`src/fetch_pkg.sv`:
```
////////////////////////////////////////////////////////////
// Shared widths and codes of the fetch front end
// Enums are 2-bit encoded and must match the retire port width
////////////////////////////////////////////////////////////

package fetch_pkg;

	// Instruction and address width
	localparam int insn_w = 32;

	// Major opcode field values, bits 31:26
	localparam logic [5:0] opc_jump = 6'h00;
	localparam logic [5:0] opc_nop  = 6'h05;
	localparam logic [5:0] opc_mul  = 6'h06;

	// Filler word for squashed or faulted fetches
	localparam logic [insn_w-1:0] nop_insn = {opc_nop, 26'h041_0000};

	// Error tags from the instruction memory
	localparam logic [3:0] tag_te = 4'hd;
	localparam logic [3:0] tag_pe = 4'hc;
	localparam logic [3:0] tag_be = 4'hb;

	// Instruction class seen by the decoder
	typedef enum logic [1:0] {
		op_jump,
		op_nop,
		op_mul,
		op_alu
	} opcode_e;

	// Fetch exception carried with a word
	typedef enum logic [1:0] {
		exc_none,
		exc_itlb,
		exc_immu,
		exc_bus
	} exc_e;

endpackage

```
`src/fetch_top.sv`:
```
////////////////////////////////////////////////////////////
// Fetch front end top, PC generator to buffer to decoder
// Memory port is four-phase req/ack; MUL_CYCLES must be >= 1
////////////////////////////////////////////////////////////
`timescale 1ns/1ps

module fetch_top
	import fetch_pkg::*;
#(
	parameter logic [insn_w-1:0] RESET_PC   = 32'h0000_0100,
	parameter logic [insn_w-1:0] EXC_VECTOR = 32'h0000_0800,
	parameter int                MUL_CYCLES = 3
) (
	input  logic              clk,
	input  logic              rst_n_i,
	// Instruction memory
	input  logic              fetch_ack_i,
	input  logic              fetch_err_i,
	input  logic [insn_w-1:0] fetch_dat_i,
	input  logic [3:0]        fetch_tag_i,
	output logic              fetch_req_o,
	output logic [insn_w-1:0] fetch_adr_o,
	// Retire
	output logic              retire_valid_o,
	output logic [insn_w-1:0] retire_pc_o,
	output logic [insn_w-1:0] retire_insn_o,
	output opcode_e           retire_op_o,
	output exc_e              retire_exc_o
);

	// Buffer link
	logic              slot_free;
	logic              slot_valid;
	logic [insn_w-1:0] slot_insn;
	logic [insn_w-1:0] slot_pc;
	exc_e              slot_exc;
	logic              slot_take;

	// Flush path
	logic              redirect;
	logic [insn_w-1:0] redirect_pc;

	pc_gen #(
		.RESET_PC(RESET_PC)
	) u_pc_gen (
		.clk          (clk),
		.rst_n_i      (rst_n_i),
		.slot_free_i  (slot_free),
		.redirect_i   (redirect),
		.redirect_pc_i(redirect_pc),
		.fetch_ack_i  (fetch_ack_i),
		.fetch_err_i  (fetch_err_i),
		.fetch_req_o  (fetch_req_o),
		.fetch_adr_o  (fetch_adr_o)
	);

	// Sees the same req/adr that goes out to memory
	if_stage u_if_stage (
		.clk         (clk),
		.rst_n_i     (rst_n_i),
		.fetch_req_i (fetch_req_o),
		.fetch_adr_i (fetch_adr_o),
		.fetch_ack_i (fetch_ack_i),
		.fetch_err_i (fetch_err_i),
		.fetch_dat_i (fetch_dat_i),
		.fetch_tag_i (fetch_tag_i),
		.slot_take_i (slot_take),
		.redirect_i  (redirect),
		.slot_free_o (slot_free),
		.slot_valid_o(slot_valid),
		.slot_insn_o (slot_insn),
		.slot_pc_o   (slot_pc),
		.slot_exc_o  (slot_exc)
	);

	insn_decode #(
		.EXC_VECTOR(EXC_VECTOR),
		.MUL_CYCLES(MUL_CYCLES)
	) u_insn_decode (
		.clk           (clk),
		.rst_n_i       (rst_n_i),
		.slot_valid_i  (slot_valid),
		.slot_insn_i   (slot_insn),
		.slot_pc_i     (slot_pc),
		.slot_exc_i    (slot_exc),
		.slot_take_o   (slot_take),
		.redirect_o    (redirect),
		.redirect_pc_o (redirect_pc),
		.retire_valid_o(retire_valid_o),
		.retire_pc_o   (retire_pc_o),
		.retire_insn_o (retire_insn_o),
		.retire_op_o   (retire_op_o),
		.retire_exc_o  (retire_exc_o)
	);

endmodule

```
`src/if_stage.sv`:
```
////////////////////////////////////////////////////////////
// Single-entry fetch buffer between memory and decoder
// Relies on the master keeping only one fetch in flight
////////////////////////////////////////////////////////////
`timescale 1ns/1ps

module if_stage
	import fetch_pkg::*;
(
	input  logic              clk,
	input  logic              rst_n_i,
	input  logic              fetch_req_i,
	input  logic [insn_w-1:0] fetch_adr_i,
	input  logic              fetch_ack_i,
	input  logic              fetch_err_i,
	input  logic [insn_w-1:0] fetch_dat_i,
	input  logic [3:0]        fetch_tag_i,
	input  logic              slot_take_i,
	input  logic              redirect_i,
	output logic              slot_free_o,
	output logic              slot_valid_o,
	output logic [insn_w-1:0] slot_insn_o,
	output logic [insn_w-1:0] slot_pc_o,
	output exc_e              slot_exc_o
);

	logic              accept;
	logic              keep;
	logic              slot_valid_q;
	logic              squash_q;
	logic [insn_w-1:0] insn_q;
	logic [insn_w-1:0] pc_q;
	exc_e              exc_q;
	exc_e              tag_exc;

	// The one cycle where a word is handed over
	assign accept = fetch_req_i & (fetch_ack_i | fetch_err_i);

	// Drop words fetched down the wrong path
	// A redirect in the accept cycle kills that word directly
	assign keep = accept & ~squash_q & ~redirect_i;

	//////////////////////////////////////////////////////////
	// Error tag decode
	//////////////////////////////////////////////////////////
	always_comb begin
		case (fetch_tag_i)
			tag_te:  tag_exc = exc_itlb;
			tag_pe:  tag_exc = exc_immu;
			// tag_be and any unknown tag
			default: tag_exc = exc_bus;
		endcase
	end

	//////////////////////////////////////////////////////////
	// Squash and slot control
	//////////////////////////////////////////////////////////

	// Set when the pipe is flushed under an open request
	// Cleared by the accept that throws the stale word away
	always_ff @(posedge clk) begin
		if (!rst_n_i)
			squash_q <= 1'b0;
		else if (accept)
			squash_q <= 1'b0;
		else if (redirect_i && fetch_req_i)
			squash_q <= 1'b1;
	end

	// Flush wins, then fill, then drain
	// Without take the word just sits here (decoder frozen)
	always_ff @(posedge clk) begin
		if (!rst_n_i)
			slot_valid_q <= 1'b0;
		else if (redirect_i)
			slot_valid_q <= 1'b0;
		else if (keep)
			slot_valid_q <= 1'b1;
		else if (slot_take_i)
			slot_valid_q <= 1'b0;
	end

	// Payload, loaded only on a kept word
	always_ff @(posedge clk) begin
		if (keep) begin
			insn_q <= fetch_err_i ? nop_insn : fetch_dat_i;
			pc_q   <= {fetch_adr_i[insn_w-1:2], 2'b00};
			exc_q  <= fetch_err_i ? tag_exc : exc_none;
		end
	end

	// Room for the next fetch, early when the decoder takes
	assign slot_free_o  = ~slot_valid_q | slot_take_i;

	assign slot_valid_o = slot_valid_q;
	assign slot_insn_o  = insn_q;
	assign slot_pc_o    = pc_q;
	assign slot_exc_o   = exc_q;

endmodule

```
`src/insn_decode.sv`:
```
////////////////////////////////////////////////////////////
// Opcode classify, multiply stall and redirect on jump or fault
// Retire outputs are combinational off the fetch buffer
////////////////////////////////////////////////////////////
`timescale 1ns/1ps

module insn_decode
	import fetch_pkg::*;
#(
	parameter logic [insn_w-1:0] EXC_VECTOR = 32'h0000_0800,
	parameter int                MUL_CYCLES = 3
) (
	input  logic              clk,
	input  logic              rst_n_i,
	input  logic              slot_valid_i,
	input  logic [insn_w-1:0] slot_insn_i,
	input  logic [insn_w-1:0] slot_pc_i,
	input  exc_e              slot_exc_i,
	output logic              slot_take_o,
	output logic              redirect_o,
	output logic [insn_w-1:0] redirect_pc_o,
	output logic              retire_valid_o,
	output logic [insn_w-1:0] retire_pc_o,
	output logic [insn_w-1:0] retire_insn_o,
	output opcode_e           retire_op_o,
	output exc_e              retire_exc_o
);

	localparam int cnt_w = $clog2(MUL_CYCLES + 1);

	opcode_e           op;
	logic              faulted;
	logic              is_mul;
	logic              mul_wait;
	logic              retire;
	logic [cnt_w-1:0]  mul_cnt_q;
	logic [insn_w-1:0] jump_off;

	//////////////////////////////////////////////////////////
	// Classify
	//////////////////////////////////////////////////////////
	always_comb begin
		case (slot_insn_i[31:26])
			opc_jump: op = op_jump;
			opc_nop:  op = op_nop;
			opc_mul:  op = op_mul;
			default:  op = op_alu;
		endcase
	end

	assign faulted = (slot_exc_i != exc_none);

	// Faulted words never stall, they carry nop_insn anyway
	assign is_mul = slot_valid_i & (op == op_mul) & ~faulted;

	//////////////////////////////////////////////////////////
	// Multiply timer
	//////////////////////////////////////////////////////////

	// Zero means idle, loaded on the first cycle a mul sits in the slot
	// Retire once it has counted down to one
	always_ff @(posedge clk) begin
		if (!rst_n_i)
			mul_cnt_q <= '0;
		else if (mul_cnt_q != '0)
			mul_cnt_q <= mul_cnt_q - cnt_w'(1);
		else if (is_mul)
			mul_cnt_q <= cnt_w'(MUL_CYCLES);
	end

	assign mul_wait = is_mul & (mul_cnt_q != cnt_w'(1));
	assign retire   = slot_valid_i & ~mul_wait;

	//////////////////////////////////////////////////////////
	// Redirect
	//////////////////////////////////////////////////////////

	// Word offset, sign extended from 26 bits
	assign jump_off = {{4{slot_insn_i[25]}}, slot_insn_i[25:0], 2'b00};

	assign redirect_o    = retire & (faulted | (op == op_jump));
	// Exception vector beats a jump target
	assign redirect_pc_o = faulted ? EXC_VECTOR : slot_pc_i + jump_off;

	// Take and retire in the same cycle
	assign slot_take_o    = retire;
	assign retire_valid_o = retire;
	assign retire_pc_o    = slot_pc_i;
	assign retire_insn_o  = slot_insn_i;
	assign retire_op_o    = op;
	assign retire_exc_o   = slot_exc_i;

endmodule

```
`src/pc_gen.sv`:
```
////////////////////////////////////////////////////////////
// PC and four-phase fetch master, one request in flight at most
// Memory must drop ack/err only after it sees req low
////////////////////////////////////////////////////////////
`timescale 1ns/1ps

module pc_gen
	import fetch_pkg::*;
#(
	parameter logic [insn_w-1:0] RESET_PC = 32'h0000_0100
) (
	input  logic              clk,
	input  logic              rst_n_i,
	input  logic              slot_free_i,
	input  logic              redirect_i,
	input  logic [insn_w-1:0] redirect_pc_i,
	input  logic              fetch_ack_i,
	input  logic              fetch_err_i,
	output logic              fetch_req_o,
	output logic [insn_w-1:0] fetch_adr_o
);

	typedef enum logic [1:0] {
		st_idle,
		st_wait_ack,
		st_wait_release
	} state_e;

	state_e            state_q;
	logic [insn_w-1:0] pc_q;
	logic [insn_w-1:0] adr_q;
	logic              bus_busy;
	logic              start;

	// Memory still answering a previous request
	assign bus_busy = fetch_ack_i | fetch_err_i;

	// New request only with room in the buffer and a quiet bus
	// A redirect cycle never starts one, pc_q is being reloaded
	assign start = (state_q == st_idle) & slot_free_i & ~redirect_i & ~bus_busy;

	//////////////////////////////////////////////////////////
	// Handshake FSM
	//////////////////////////////////////////////////////////
	always_ff @(posedge clk) begin
		if (!rst_n_i) begin
			state_q <= st_idle;
		end else begin
			case (state_q)
				st_idle: begin
					if (start)
						state_q <= st_wait_ack;
				end
				// Word accepted this cycle, req drops on this edge
				st_wait_ack: begin
					if (bus_busy)
						state_q <= st_wait_release;
				end
				// Wait for memory to let go of ack/err
				st_wait_release: begin
					if (!bus_busy)
						state_q <= st_idle;
				end
				default: state_q <= st_idle;
			endcase
		end
	end

	// pc_q is the next address to fetch, stepped when a request starts
	// Redirect overrides at any time; an open handshake still finishes
	always_ff @(posedge clk) begin
		if (!rst_n_i)
			pc_q <= RESET_PC;
		else if (redirect_i)
			pc_q <= redirect_pc_i;
		else if (start)
			pc_q <= pc_q + insn_w'(4);
	end

	// Address frozen for the whole request
	always_ff @(posedge clk) begin
		if (start)
			adr_q <= pc_q;
	end

	assign fetch_req_o = (state_q == st_wait_ack);
	assign fetch_adr_o = adr_q;

endmodule

```
`config.mk`:
```
export PLATFORM = sky130hd
export DESIGN_NAME = fetch_top
export DESIGN_NICKNAME = d
export VERILOG_FILES = /design/src/fetch_pkg.sv /design/src/fetch_top.sv /design/src/if_stage.sv /design/src/insn_decode.sv /design/src/pc_gen.sv
export SDC_FILE = /design/constraint.sdc
export NUM_CORES = 1
export LEC_CHECK = 0
export BUFFER_PORTS_ARGS = -buffer_cell sky130_fd_sc_hd__buf_2
export CAP_MARGIN = 20
export CORE_MARGIN = 2
export CORE_UTILIZATION = 35
export DETAILED_ROUTE_END_ITERATION = 8
export GPL_TIMING_DRIVEN = 0
export PLACE_DENSITY = 0.66
export SLEW_MARGIN = 20
export SYNTH_ARGS = -nofsm -noshare
export SYNTH_HDL_FRONTEND = slang
export SYNTH_SLANG_ARGS = --single-unit
```
`constraint.sdc`:
```
create_clock -name clk -period 4.8 [get_ports clk]
set_input_delay 0.48 -clock clk [delete_from_list [all_inputs] [get_ports clk]]
set_output_delay 0.48 -clock clk [all_outputs]
set_load 0.02 [all_outputs]
```
* Yosys cells after proc, flatten, opt, wreduce, memory -nomap -nowiden
Cells that the tools add are included.
** Word-level totals
- Output and inout port bits :: 102
- Register bits after elaboration :: 134
- Input bits :: 40
- Word-level logic and storage cells :: 69
** Operators by class
- Mux-type cells :: 13
- Add/sub/neg operators :: 3
- Bitwise gates (word level) :: 21
- Reductions and logical operators :: 12
- Equality and inequality tests :: 11
** Operators by type and width (number)
- $mux W32 :: 3
- $add A32 B3 Y32 const B :: 1
- $add A32 B32 Y32 :: 1
- $eq A6 B3 Y1 const B :: 2
- $pmux W2 S3 :: 2
- $and A1 B1 Y1 :: 11
- $mux W2 :: 5
- $reduce_bool A2 Y1 :: 5
- $eq A4 B4 Y1 const B :: 2
- $not A1 Y1 :: 7
- $logic_not A6 Y1 :: 1
- $eq A2 B2 Y1 const B :: 2
- $logic_not A2 Y1 :: 2
- $ne A2 B1 Y1 const B :: 2
- $ne A2 B2 Y1 const B :: 2
- $pmux W2 S2 :: 1
- $reduce_or A2 Y1 :: 2
- $or A1 B1 Y1 :: 3
- $reduce_and A3 Y1 :: 1
- $eq A2 B1 Y1 const B :: 1
- $mux W1 :: 2
- $sub A2 B1 Y2 const B :: 1
- $logic_and A1 B1 Y1 :: 1

* Logic depth before layout (Yosys ltp)
Gate-level depths: netlist of run 1.
- Word-level depth :: 14
- Depth in mapped cells :: 11
- Depth with buffers taken out :: 11

* Modules after synthesis
A second synthesis of run 1 with hierarchy kept.
** Unflattened totals
- Cell total of the unflattened synthesis :: 766
- Area total of the unflattened synthesis :: 7855.0 µm²
** By module, submodules not included
- pc_gen :: area each 2987.9 µm², times used 1, sequential area each 1641.6 µm², cells each 281
- insn_decode :: area each 2590.0 µm², times used 1, sequential area each 40.0 µm², cells each 369
- if_stage :: area each 2277.2 µm², times used 1, sequential area each 1961.9 µm², cells each 116

* Worst setup path after synthesis of run 1
OpenSTA, ideal clock, no wires.
- Path kind :: register to register
- Start :: reg u_if_stage.insn_q[28], in the netlist u_if_stage.slot_insn_o[28]
- End :: reg u_if_stage.exc_q[0], in the netlist u_if_stage.slot_exc_o[0] (enable)
- Arrival :: 3.941 ns
- Path buffers :: 1
- Path slack :: 0.373 ns
- Required time :: 4.314 ns
- Library setup time :: 0.486 ns
- Stages on the path, launching flop included :: 6
- Period minus slack after synthesis :: 4.427 ns
- Cell sequence :: edfxtp_1 > nor2_1 > and2_1 > o31a_1 > clkbuf_1 > nor2_1
** On the way
- Cells in the longest elaborated chain, start to end :: 11
- Elaborated cells on any way between the ends :: 15
- Those cells by class :: eq/ne (3); mux (1); bitwise (9); reduce/logical (2)
** Ends and longest elaborated chain
- from (decl) :: RTL line if_stage.sv:31 : logic [insn_w-1:0] insn_q;
- from (signal assigned) :: RTL line if_stage.sv:86 : insn_q <= fetch_err_i ? nop_insn : fetch_dat_i;
- $eq A6 B3 Y1 / $logic_not A6 Y1 (equally long branches) :: RTL line insn_decode.sv:43 : case (slot_insn_i[31:26])
- $pmux W2 S3 (*) :: RTL line insn_decode.sv:43
- $eq A2 B2 Y1 :: RTL line insn_decode.sv:54 : assign is_mul = slot_valid_i & (op == op_mul) & ~faulted;
- $and A1 B1 Y1 (2 in series) :: RTL line insn_decode.sv:54
- $and A1 B1 Y1 :: RTL line insn_decode.sv:71 : assign mul_wait = is_mul & (mul_cnt_q != cnt_w'(1));
- $not A1 Y1 :: RTL line insn_decode.sv:72 : assign retire = slot_valid_i & ~mul_wait;
- $and A1 B1 Y1 :: RTL line insn_decode.sv:72
- $and A1 B1 Y1 (*) :: RTL line insn_decode.sv:81 : assign redirect_o = retire & (faulted | (op == op_jump));
- $not A1 Y1 (*) :: RTL line if_stage.sv:41 : assign keep = accept & ~squash_q & ~redirect_i;
- $and A1 B1 Y1 (*) :: RTL line if_stage.sv:41
- via u_if_stage.keep :: RTL line if_stage.sv:28 : logic keep;
- to (signal assigned) :: RTL line if_stage.sv:88 : exc_q <= fetch_err_i ? tag_exc : exc_none;
- to (decl) :: RTL line if_stage.sv:33 : exc_e exc_q;
Mark *: on every way through the listed nets, which the timed path passes. The rest lies on a longest branch.
A chain may end at the register's enable or synchronous reset.

* Worst setup path after layout of run 1
- Start :: reg u_if_stage.insn_q[0], in the netlist u_if_stage.slot_insn_o[0]
- End :: reg u_pc_gen.pc_q[30]
** On the way
- Cells in the longest elaborated chain, start to end :: 3
** Ends and longest elaborated chain
- $add A32 B32 Y32 :: RTL line insn_decode.sv:83 : assign redirect_pc_o = faulted ? EXC_VECTOR : slot_pc_i + jump_off;
- $mux W32 :: RTL line insn_decode.sv:83
- $mux W32 :: RTL line pc_gen.sv:74 : else if (redirect_i)
- to (signal assigned) :: RTL line pc_gen.sv:75 : pc_q <= redirect_pc_i;
- to (signal assigned) :: RTL line pc_gen.sv:77 : pc_q <= pc_q + insn_w'(4);
- to (decl) :: RTL line pc_gen.sv:30 : logic [insn_w-1:0] pc_q;
Every way passes these cells.

==> flow_summary.yaml, run 1 <==
cells_and_area:
  final_area_um2: 8247
  layout-drive-gt1-share_pct: 24.71
  fin_nets: 841
  area_delta_synth_final_pct: 24.64
  antenna_cells: 0
  stdcell_count: 1015
critical_path:
  rr_startpoint: "u_if_stage.slot_insn_o[0]$_SDFFCE_PP0P_"
  endpoint: "u_pc_gen.pc_q[30]$_SDFFE_PN0P_"
  path_max_fanout: 4
  reg2reg_to: "u_pc_gen.pc_q[30]$_SDFFE_PN0P_"
  worstPathCellList: "ha_1 -> inv_1 -> fa_1 -> nor2b_1 -> o2111ai_1 -> a21oi_1 -> a21oi_1 -> o311ai_0 -> a31oi_1 -> xor2_1 -> o22ai_1"
  critPathCaptureType: "register"
  crit_path_start_kind: "register"
  critPathSlowestCell: "o311ai_0"
  worstPathRequired_ps: 5080
  max_stage_delay_ps: 570
  reg2reg_depth: 11
  crit_top_cell: "a21oi_1"
  r2r_slack_ps: 1590
  crit_start: "u_if_stage.slot_insn_o[0]$_SDFFCE_PP0P_"
  crit_type: "register to register"
  arrival_ps: 3490
clock_network:
  path_clk_slew_ps: 60
  cts_tree: "done"
  cts.path.max_buffers: 2
  cts_buffers: 17
  cts.repair.resized: 0
  clock_sinks: 130
  postCtsSetupRepairBufs: 0
  cts_hold_buf: 0
  htree_levels: 4
  clock_latency_ps: 420
  clockRootBuffer: "clkbuf_16"
synthesis:
  async_reset_ff_share_pct: 0
  syn_area_um2: 6616
  yosysTopAreaCellShare_pct: 42.66
  synth_edf_count: 94
  syn_area_per_cell_um2: 10.92
  ys_warn_count: 0
  synth_area_leaders: "edfxtp_1 43%, dfxtp_1 11%, ha_1 6.1%, a21oi_1 3.7%, xnor2_1 3.2%"
  synth-seq-cells: 130
  yosysMostFrequentCell: "edfxtp_1"
  syn-instance-count: 606
  yosys-top-cells-count: "94 x edfxtp_1, 49 x a21oi_1, 48 x nand2_1"
  synth_ff_type: "edfxtp_1"
  yosys.area.top_type: "edfxtp_1"
  synth.lib_cells_used.distinct: 63
  seq_area_frac_synth_pct: 53.56
die:
  die_h_um: 141.5
  fp.coreArea_um2: 18640
  initial_core_util_pct: 35.49
  rows: 50
  die_area_um2: 20020
  fp.dieW_um: 141.5
  io_pins: 142
timing:
  drv_slew: 0
  finClkSkew_ps: 5.985
  max_freq_ghz: 0.3118
  finalCriticalPeriod_ps: 3207
  worst_pin_slew_ps: 769.2
  tns_ps: 0
  max-slew-margin-rel_pct: 48.41
  setup_violations: 0
  min_period_over_period_pct: 66.82
  finalHoldViolCount: 0
  grt_setup_unrepaired: "no"
grt:
  grt_pass1_wl_um: 26650
  grt_max_degree: 20
  gr-total-overflow: 0
  grt_pass1_vias: 5054
  antenna_found_initial: 0
  grt_use_total_pct: 17.23
power_and_ir_drop:
  p_leak_nw: 3.184
  powerDensity_nw_per_um2: 331.7
  peakVddDrop_mv: 0.2502
routing:
  antenna_left: 0
  viasPerCell: 5.220
  drt_pass1_iterations: 5
  drc: 0
  wire_per_inst_um: 16.85
  vias: 5298
  drt-initial-drc-count: 311
  routed_wl_um: 17110
status:
  status: "completed"
placement:
  gp_congestion: 0.8621
  place_area_um2: 7726
  port_buffers: 136
  placed_cells: 983
  dp_hpwl_um: 12710
hold_path:
  min-delay-path-class: "input pin to register"
job:
  cap_violations: 0
[flip-flops by register name (all words and copies together), names as in the netlist]
name and flops:
u_if_stage.slot_exc_o 2, u_if_stage.slot_insn_o 32, u_if_stage.slot_pc_o 30, u_if_stage.slot_valid_o 1
u_if_stage.squash_q 1, u_insn_decode.mul_cnt_q 2, u_pc_gen.fetch_adr_o 30, u_pc_gen.pc_q 30
u_pc_gen.state_q 2
[power by group]
part / switching [mW] / internal (mW)
Sequential: 0.0265 / 1.24
Combinational: 0.191 / 0.120
Clock: 0.461 / 0.692
Total: 0.678 / 2.06
[critical path: cells and delay by family (launching register included)]
family / cells / cell delay (ps)
buffers and inverters: 1 / 60
xor gates and xnor gates: 1 / 190
adders and majority gates: 2 / 570
DFF: 1 / 360
and+or+nand+nor: 1 / 220
AOI/OAI and AO/OA: 6 / 1660
[cells in the final DEF (no fill, tap or decap), drive strengths merged, types with 5 or more instances in the layout]
cell type	n
and2	5
a21o	7
a31oi	8
or2	5
edfxtp	94
nand4	18
nor2b	33
ha	32
buf	150
o211a	5
and3	5
nor3	10
a21oi	49
xnor2	24
nand2	48
nor2	37
inv	13
o21a	13
o21ai	37
xor2	19
nand3	13
o22ai	18
clkinv	6
clkbuf	38
dfxtp	36
[logic make-up (layout without fill, tap and decap cells)]
logic type | Yosys count | count (layout) | synth area share, %
AO/OA/AOI/OAI | 169 | 169 | 16.47
XOR/XNOR | 43 | 43 | 5.692
adder cells (fa/ha/maj) | 33 | 33 | 6.354
buffers and inverters | 36 | 208 | 2.629
flip-flops | 130 | 130 | 53.56
multiplexers | 1 | 1 | 0.1702
other | 1 | 4 | 0.05668
AND/OR/NAND/NOR | 193 | 193 | 15.07
[through the flow]
| stage | utilization, % | hold WS (ps) | power (mW) | worst slack, ps |
|---|---|---|---|---|
| 2_1_floorplan | - | 423.9 | 1.496 | 372.9 |
| 3_3_place_gp | 40.77 | 424.6 | 1.595 | -1392 |
| 3_5_place_dp | 41.44 | 428.1 | 1.605 | 1731 |
| 4_1_cts | 44.23 | 293.7 | 2.765 | 1676 |
| 5_1_grt | 44.23 | 308.3 | 2.849 | 1495 |
| 6_report | 44.23 | 309.9 | 2.735 | 1593 |
[final cells by class]
class                           instances  area, µm²
Fill cell                            1804      10400
Buffer                                 23      125.1
Tap cell                              234      292.8
Sequential cell                       130       3543
Clock buffer                           25      485.5
Clock inverter                          7      35.03
Timing Repair Buffer                  140      790.8
Inverter                               13      48.80
Multi-Input combinational cell        443       2925
[worst min path at each step]
stage | to | cells after the start | from | slack, ps
2_1_floorplan | u_pc_gen.fetch_adr_o[6]$_DFFE_PP_ | 0 | u_pc_gen.pc_q[6]$_SDFFE_PN0P_ | 420
3_3_place_gp | u_if_stage.slot_pc_o[17]$_DFFE_PP_ | 0 | u_pc_gen.fetch_adr_o[17]$_DFFE_PP_ | 420
3_5_place_dp | u_if_stage.slot_pc_o[12]$_DFFE_PP_ | 0 | u_pc_gen.fetch_adr_o[12]$_DFFE_PP_ | 430
4_1_cts | u_if_stage.slot_insn_o[28]$_SDFFCE_PP1P_ | 2 | fetch_dat_i[28] | 290
5_1_grt | u_if_stage.slot_insn_o[26]$_SDFFCE_PP1P_ | 2 | fetch_dat_i[26] | 310
6_report | u_if_stage.slot_insn_o[28]$_SDFFCE_PP1P_ | 2 | fetch_dat_i[28] | 310
[per-layer routing]
metal | global-route usage, % | part of all wire [%] | vias up
met4 | 6.211 | 1.7 | 0
met2 | 26.06 | 44 | 175
met1 | 24.22 | 49 | 2507
met3 | 3.982 | 5.2 | 28
li1 | - | - | 2588
met5 | 0 | 0 | -
Note: power is estimated with default switching activity, not from simulation.
==> run 2, diff against run 1 <==
Settings changed: ABC_AREA from default to 1, PLACE_DENSITY 0.66 to 0.67.
Clock period 4.8 ns to 2.7 ns, I/O delays scaled along.
==> flow_summary.yaml, run 2 <==
cells_and_area:
  stdcell_count: 1489
  fin_nets: 1269
  largest_reg_flops: 32
  final_area_um2: 9570
  n_fill_cell: 2219
  area_delta_synth_final_pct: 21.68
  multi_input_area_um2: 3518
  seq_area_um2: 3543
  mostFrequentLayoutCell: "nand2_1"
  antenna_cells: 0
  most-common-layout-cells: "301 x nand2_1, 177 x inv_1, 139 x buf_2"
  layout-drive-gt1-share_pct: 16.87
die:
  io_pins: 142
  rows: 54
  fp.dieW_um: 153.9
  initial_core_util_pct: 35.82
  die_h_um: 153.9
  die_area_um2: 23690
  fp.coreArea_um2: 21960
routing:
  vias: 7171
  wl_met2_um: 10600
  wire_per_inst_um: 15.29
  highest_layer: "met4"
  routed_wl_um: 22770
  antenna_left: 0
  drt-initial-drc-count: 568
  viasPerCell: 4.816
  wl_met3_um: 981
  drc: 0
  wl_met1_um: 10500
  drt_pass1_iterations: 5
grt:
  gr-total-overflow: 0
  grt_pass1_wl_um: 35910
  antenna_found_initial: 0
  grt_max_degree: 36
  grt_use_total_pct: 19.51
  grt_pass1_vias: 6958
power_and_ir_drop:
  peakVddDrop_mv: 0.3262
  powerDensity_nw_per_um2: 584.7
  clkPwrFrac_pct: 44.0
  p_sw_mw: 1.504
  p_int_mw: 4.091
  p_sw_share_pct: 26.89
  p_leak_nw: 4.510
  pwr-share-seq_pct: 42.6
  comb_power_share_pct: 13.4
synthesis:
  synth_ff_type: "edfxtp_1"
  syn_area_um2: 7865
  yosys.area.top_type: "edfxtp_1"
  synth.lib_cells_used.distinct: 40
  yosysMostFrequentCell: "nand2_1"
  seq_area_frac_synth_pct: 45.05
  ys_warn_count: 0
  syn_area_per_cell_um2: 7.592
  async_reset_ff_share_pct: 0
  yosysTopAreaCellShare_pct: 35.89
  yosys-top-cells-count: "301 x nand2_1, 179 x inv_1, 119 x nor2_1"
  synth-seq-cells: 130
  synth_edf_count: 94
  syn-instance-count: 1036
  synth_area_leaders: "edfxtp_1 36%, nand2_1 14%, dfxtp_1 9.2%, inv_1 8.5%, nor2_1 5.7%"
critical_path:
  critPathCaptureType: "register"
  critPathTopFamily: "buffers and inverters"
  arrival_ps: 2510
  max_stage_delay_ps: 630
  r2r_slack_ps: 240
  worstPathRequired_ps: 2750
  worstPathCellList: "nor2_2 -> nand2_2 -> nor2_4 -> nand4_4 -> nand3_4 -> buf_4 -> nand2_1 -> inv_2"
  critPathBufInv: 2
  crit_type: "register to register"
  critPathSlowestCell: "inv_2"
  reg2reg_to: "u_pc_gen.fetch_adr_o[14]$_DFFE_PP_"
  crit_path_start_kind: "register"
  reg2reg_depth: 8
  path_max_fanout: 30
  rr_startpoint: "u_if_stage.slot_insn_o[29]$_SDFFCE_PP0P_"
clock_network:
  cts_hold_buf: 0
  clock_latency_ps: 430
  cts_buffers: 17
  cts.path.max_buffers: 2
  clock_sinks: 130
  path_clk_slew_ps: 60
  cts_tree: "done"
  htree_levels: 4
  postCtsSetupRepairBufs: 0
  cts.repair.resized: 0
  clockRootBuffer: "clkbuf_16"
timing:
  worst_pin_slew_ps: 776.6
  setup_violations: 0
  drv_slew: 0
  finClkSkew_ps: 9.614
  grt_setup_unrepaired: "no"
  finalCriticalPeriod_ps: 2460
  max-slew-margin-rel_pct: 48.15
  finalHoldViolCount: 0
  min_period_over_period_pct: 91.13
  max_freq_ghz: 0.4064
  fin_ws_ps: 239.6
  tns_ps: 0
  whs_ps: 102.0
hold_path:
  holdPathStages: 2
  min-delay-path-class: "input pin to register"
  hp-start: "fetch_dat_i[26]"
  whs_endpoint: "u_if_stage.slot_insn_o[26]$_SDFFCE_PP1P_"
placement:
  placed_cells: 1457
  dp_hpwl_um: 17900
  port_buffers: 136
  place_ws_ps: 244.6
  gp_congestion: 0.9396
  place_area_um2: 8951
status:
  status: "completed"
job:
  cap_violations: 0
[run 2: changes by cell type after synthesis, moves of 12 or more]
cell and change:
inv_1 +166, nand2_1 +253, nand3_1 +45, nand3b_1 +14, nor2_1 +82, nor2b_1 -33, o21a_1 -12, o21ai_1 +13
o22ai_1 -17, xnor2_1 -12
[run 2: how the worst max path moves through the flow]
stage / startpoint / end / slack [ps] / depth (start not counted)
floorplan: u_if_stage.slot_insn_o[31]$_SDFFCE_PP0P_ / u_if_stage.slot_exc_o[0]$_SDFFCE_PN0P_ / 90 / 7
global placement: u_if_stage.slot_insn_o[31]$_SDFFCE_PP0P_ / u_if_stage.slot_pc_o[22]$_DFFE_PP_ / -500 / 7
detailed placement: u_if_stage.slot_insn_o[29]$_SDFFCE_PP0P_ / u_if_stage.slot_pc_o[22]$_DFFE_PP_ / 240 / 10
CTS: u_if_stage.slot_insn_o[29]$_SDFFCE_PP0P_ / u_if_stage.slot_pc_o[22]$_DFFE_PP_ / 230 / 10
global route: u_if_stage.slot_insn_o[29]$_SDFFCE_PP0P_ / u_pc_gen.fetch_adr_o[18]$_DFFE_PP_ / 100 / 8
finish: u_if_stage.slot_insn_o[29]$_SDFFCE_PP0P_ / u_pc_gen.fetch_adr_o[14]$_DFFE_PP_ / 240 / 8
[run 2: logic make-up (layout without fill, tap and decap cells)]
family | Yosys count | after routing | synth area share [%]
AND/OR/NAND/NOR | 529 | 529 | 28.60
buffers and inverters | 201 | 371 | 10.36
flip-flops | 130 | 130 | 45.05
AO/OA/AOI/OAI | 119 | 119 | 8.034
adder cells (fa/ha/maj) | 33 | 33 | 5.345
XOR/XNOR | 23 | 23 | 2.561
other | 1 | 4 | 0.04768
[run 2: power by group through the flow]
stage	Clock [mW]	Sequential [mW]	Combinational, mW
2_1_floorplan	0	2.46	0.453
3_5_place_dp	0	2.43	0.744
5_1_grt	2.59	2.40	0.854
3_3_place_gp	0	2.43	0.722
6_report	2.46	2.38	0.748
4_1_cts	2.51	2.38	0.751
[run 2: final cells by class]
class | instances | share of cell area [%]
timing repair buffer | 138 | 7.530
multi-input combinational | 708 | 36.76
clock buffer | 20 | 4.563
clock inverter | 12 | 1.909
sequential | 130 | 37.02
inverter | 179 | 7.060
buffer | 22 | 1.490
tap | 280 | 3.661
[run 2: per-layer routing]
layer | GRT usage (%) | vias to the layer above
met4 | 7.566 | 0
met2 | 32.86 | 220
met1 | 25.16 | 3274
li1 | - | 3630
met3 | 3.269 | 47
met5 | 0 | -
[run 2: worst register-to-register path, cell delays in order, from the launching register on]
cell	delay, ps
edfxtp_1	430
nor2_2	150
nand2_2	90
nor2_4	120
nand4_4	120
nand3_4	150
buf_4	200
nand2_1	190
inv_2	630
[run 2: stage by stage]
step	total power [mW]	util, %
floorplan	2.909	-
global placement	3.148	40.58
detailed placement	3.170	40.76
CTS	5.645	43.58
global route	5.845	43.58
finish	5.595	43.58
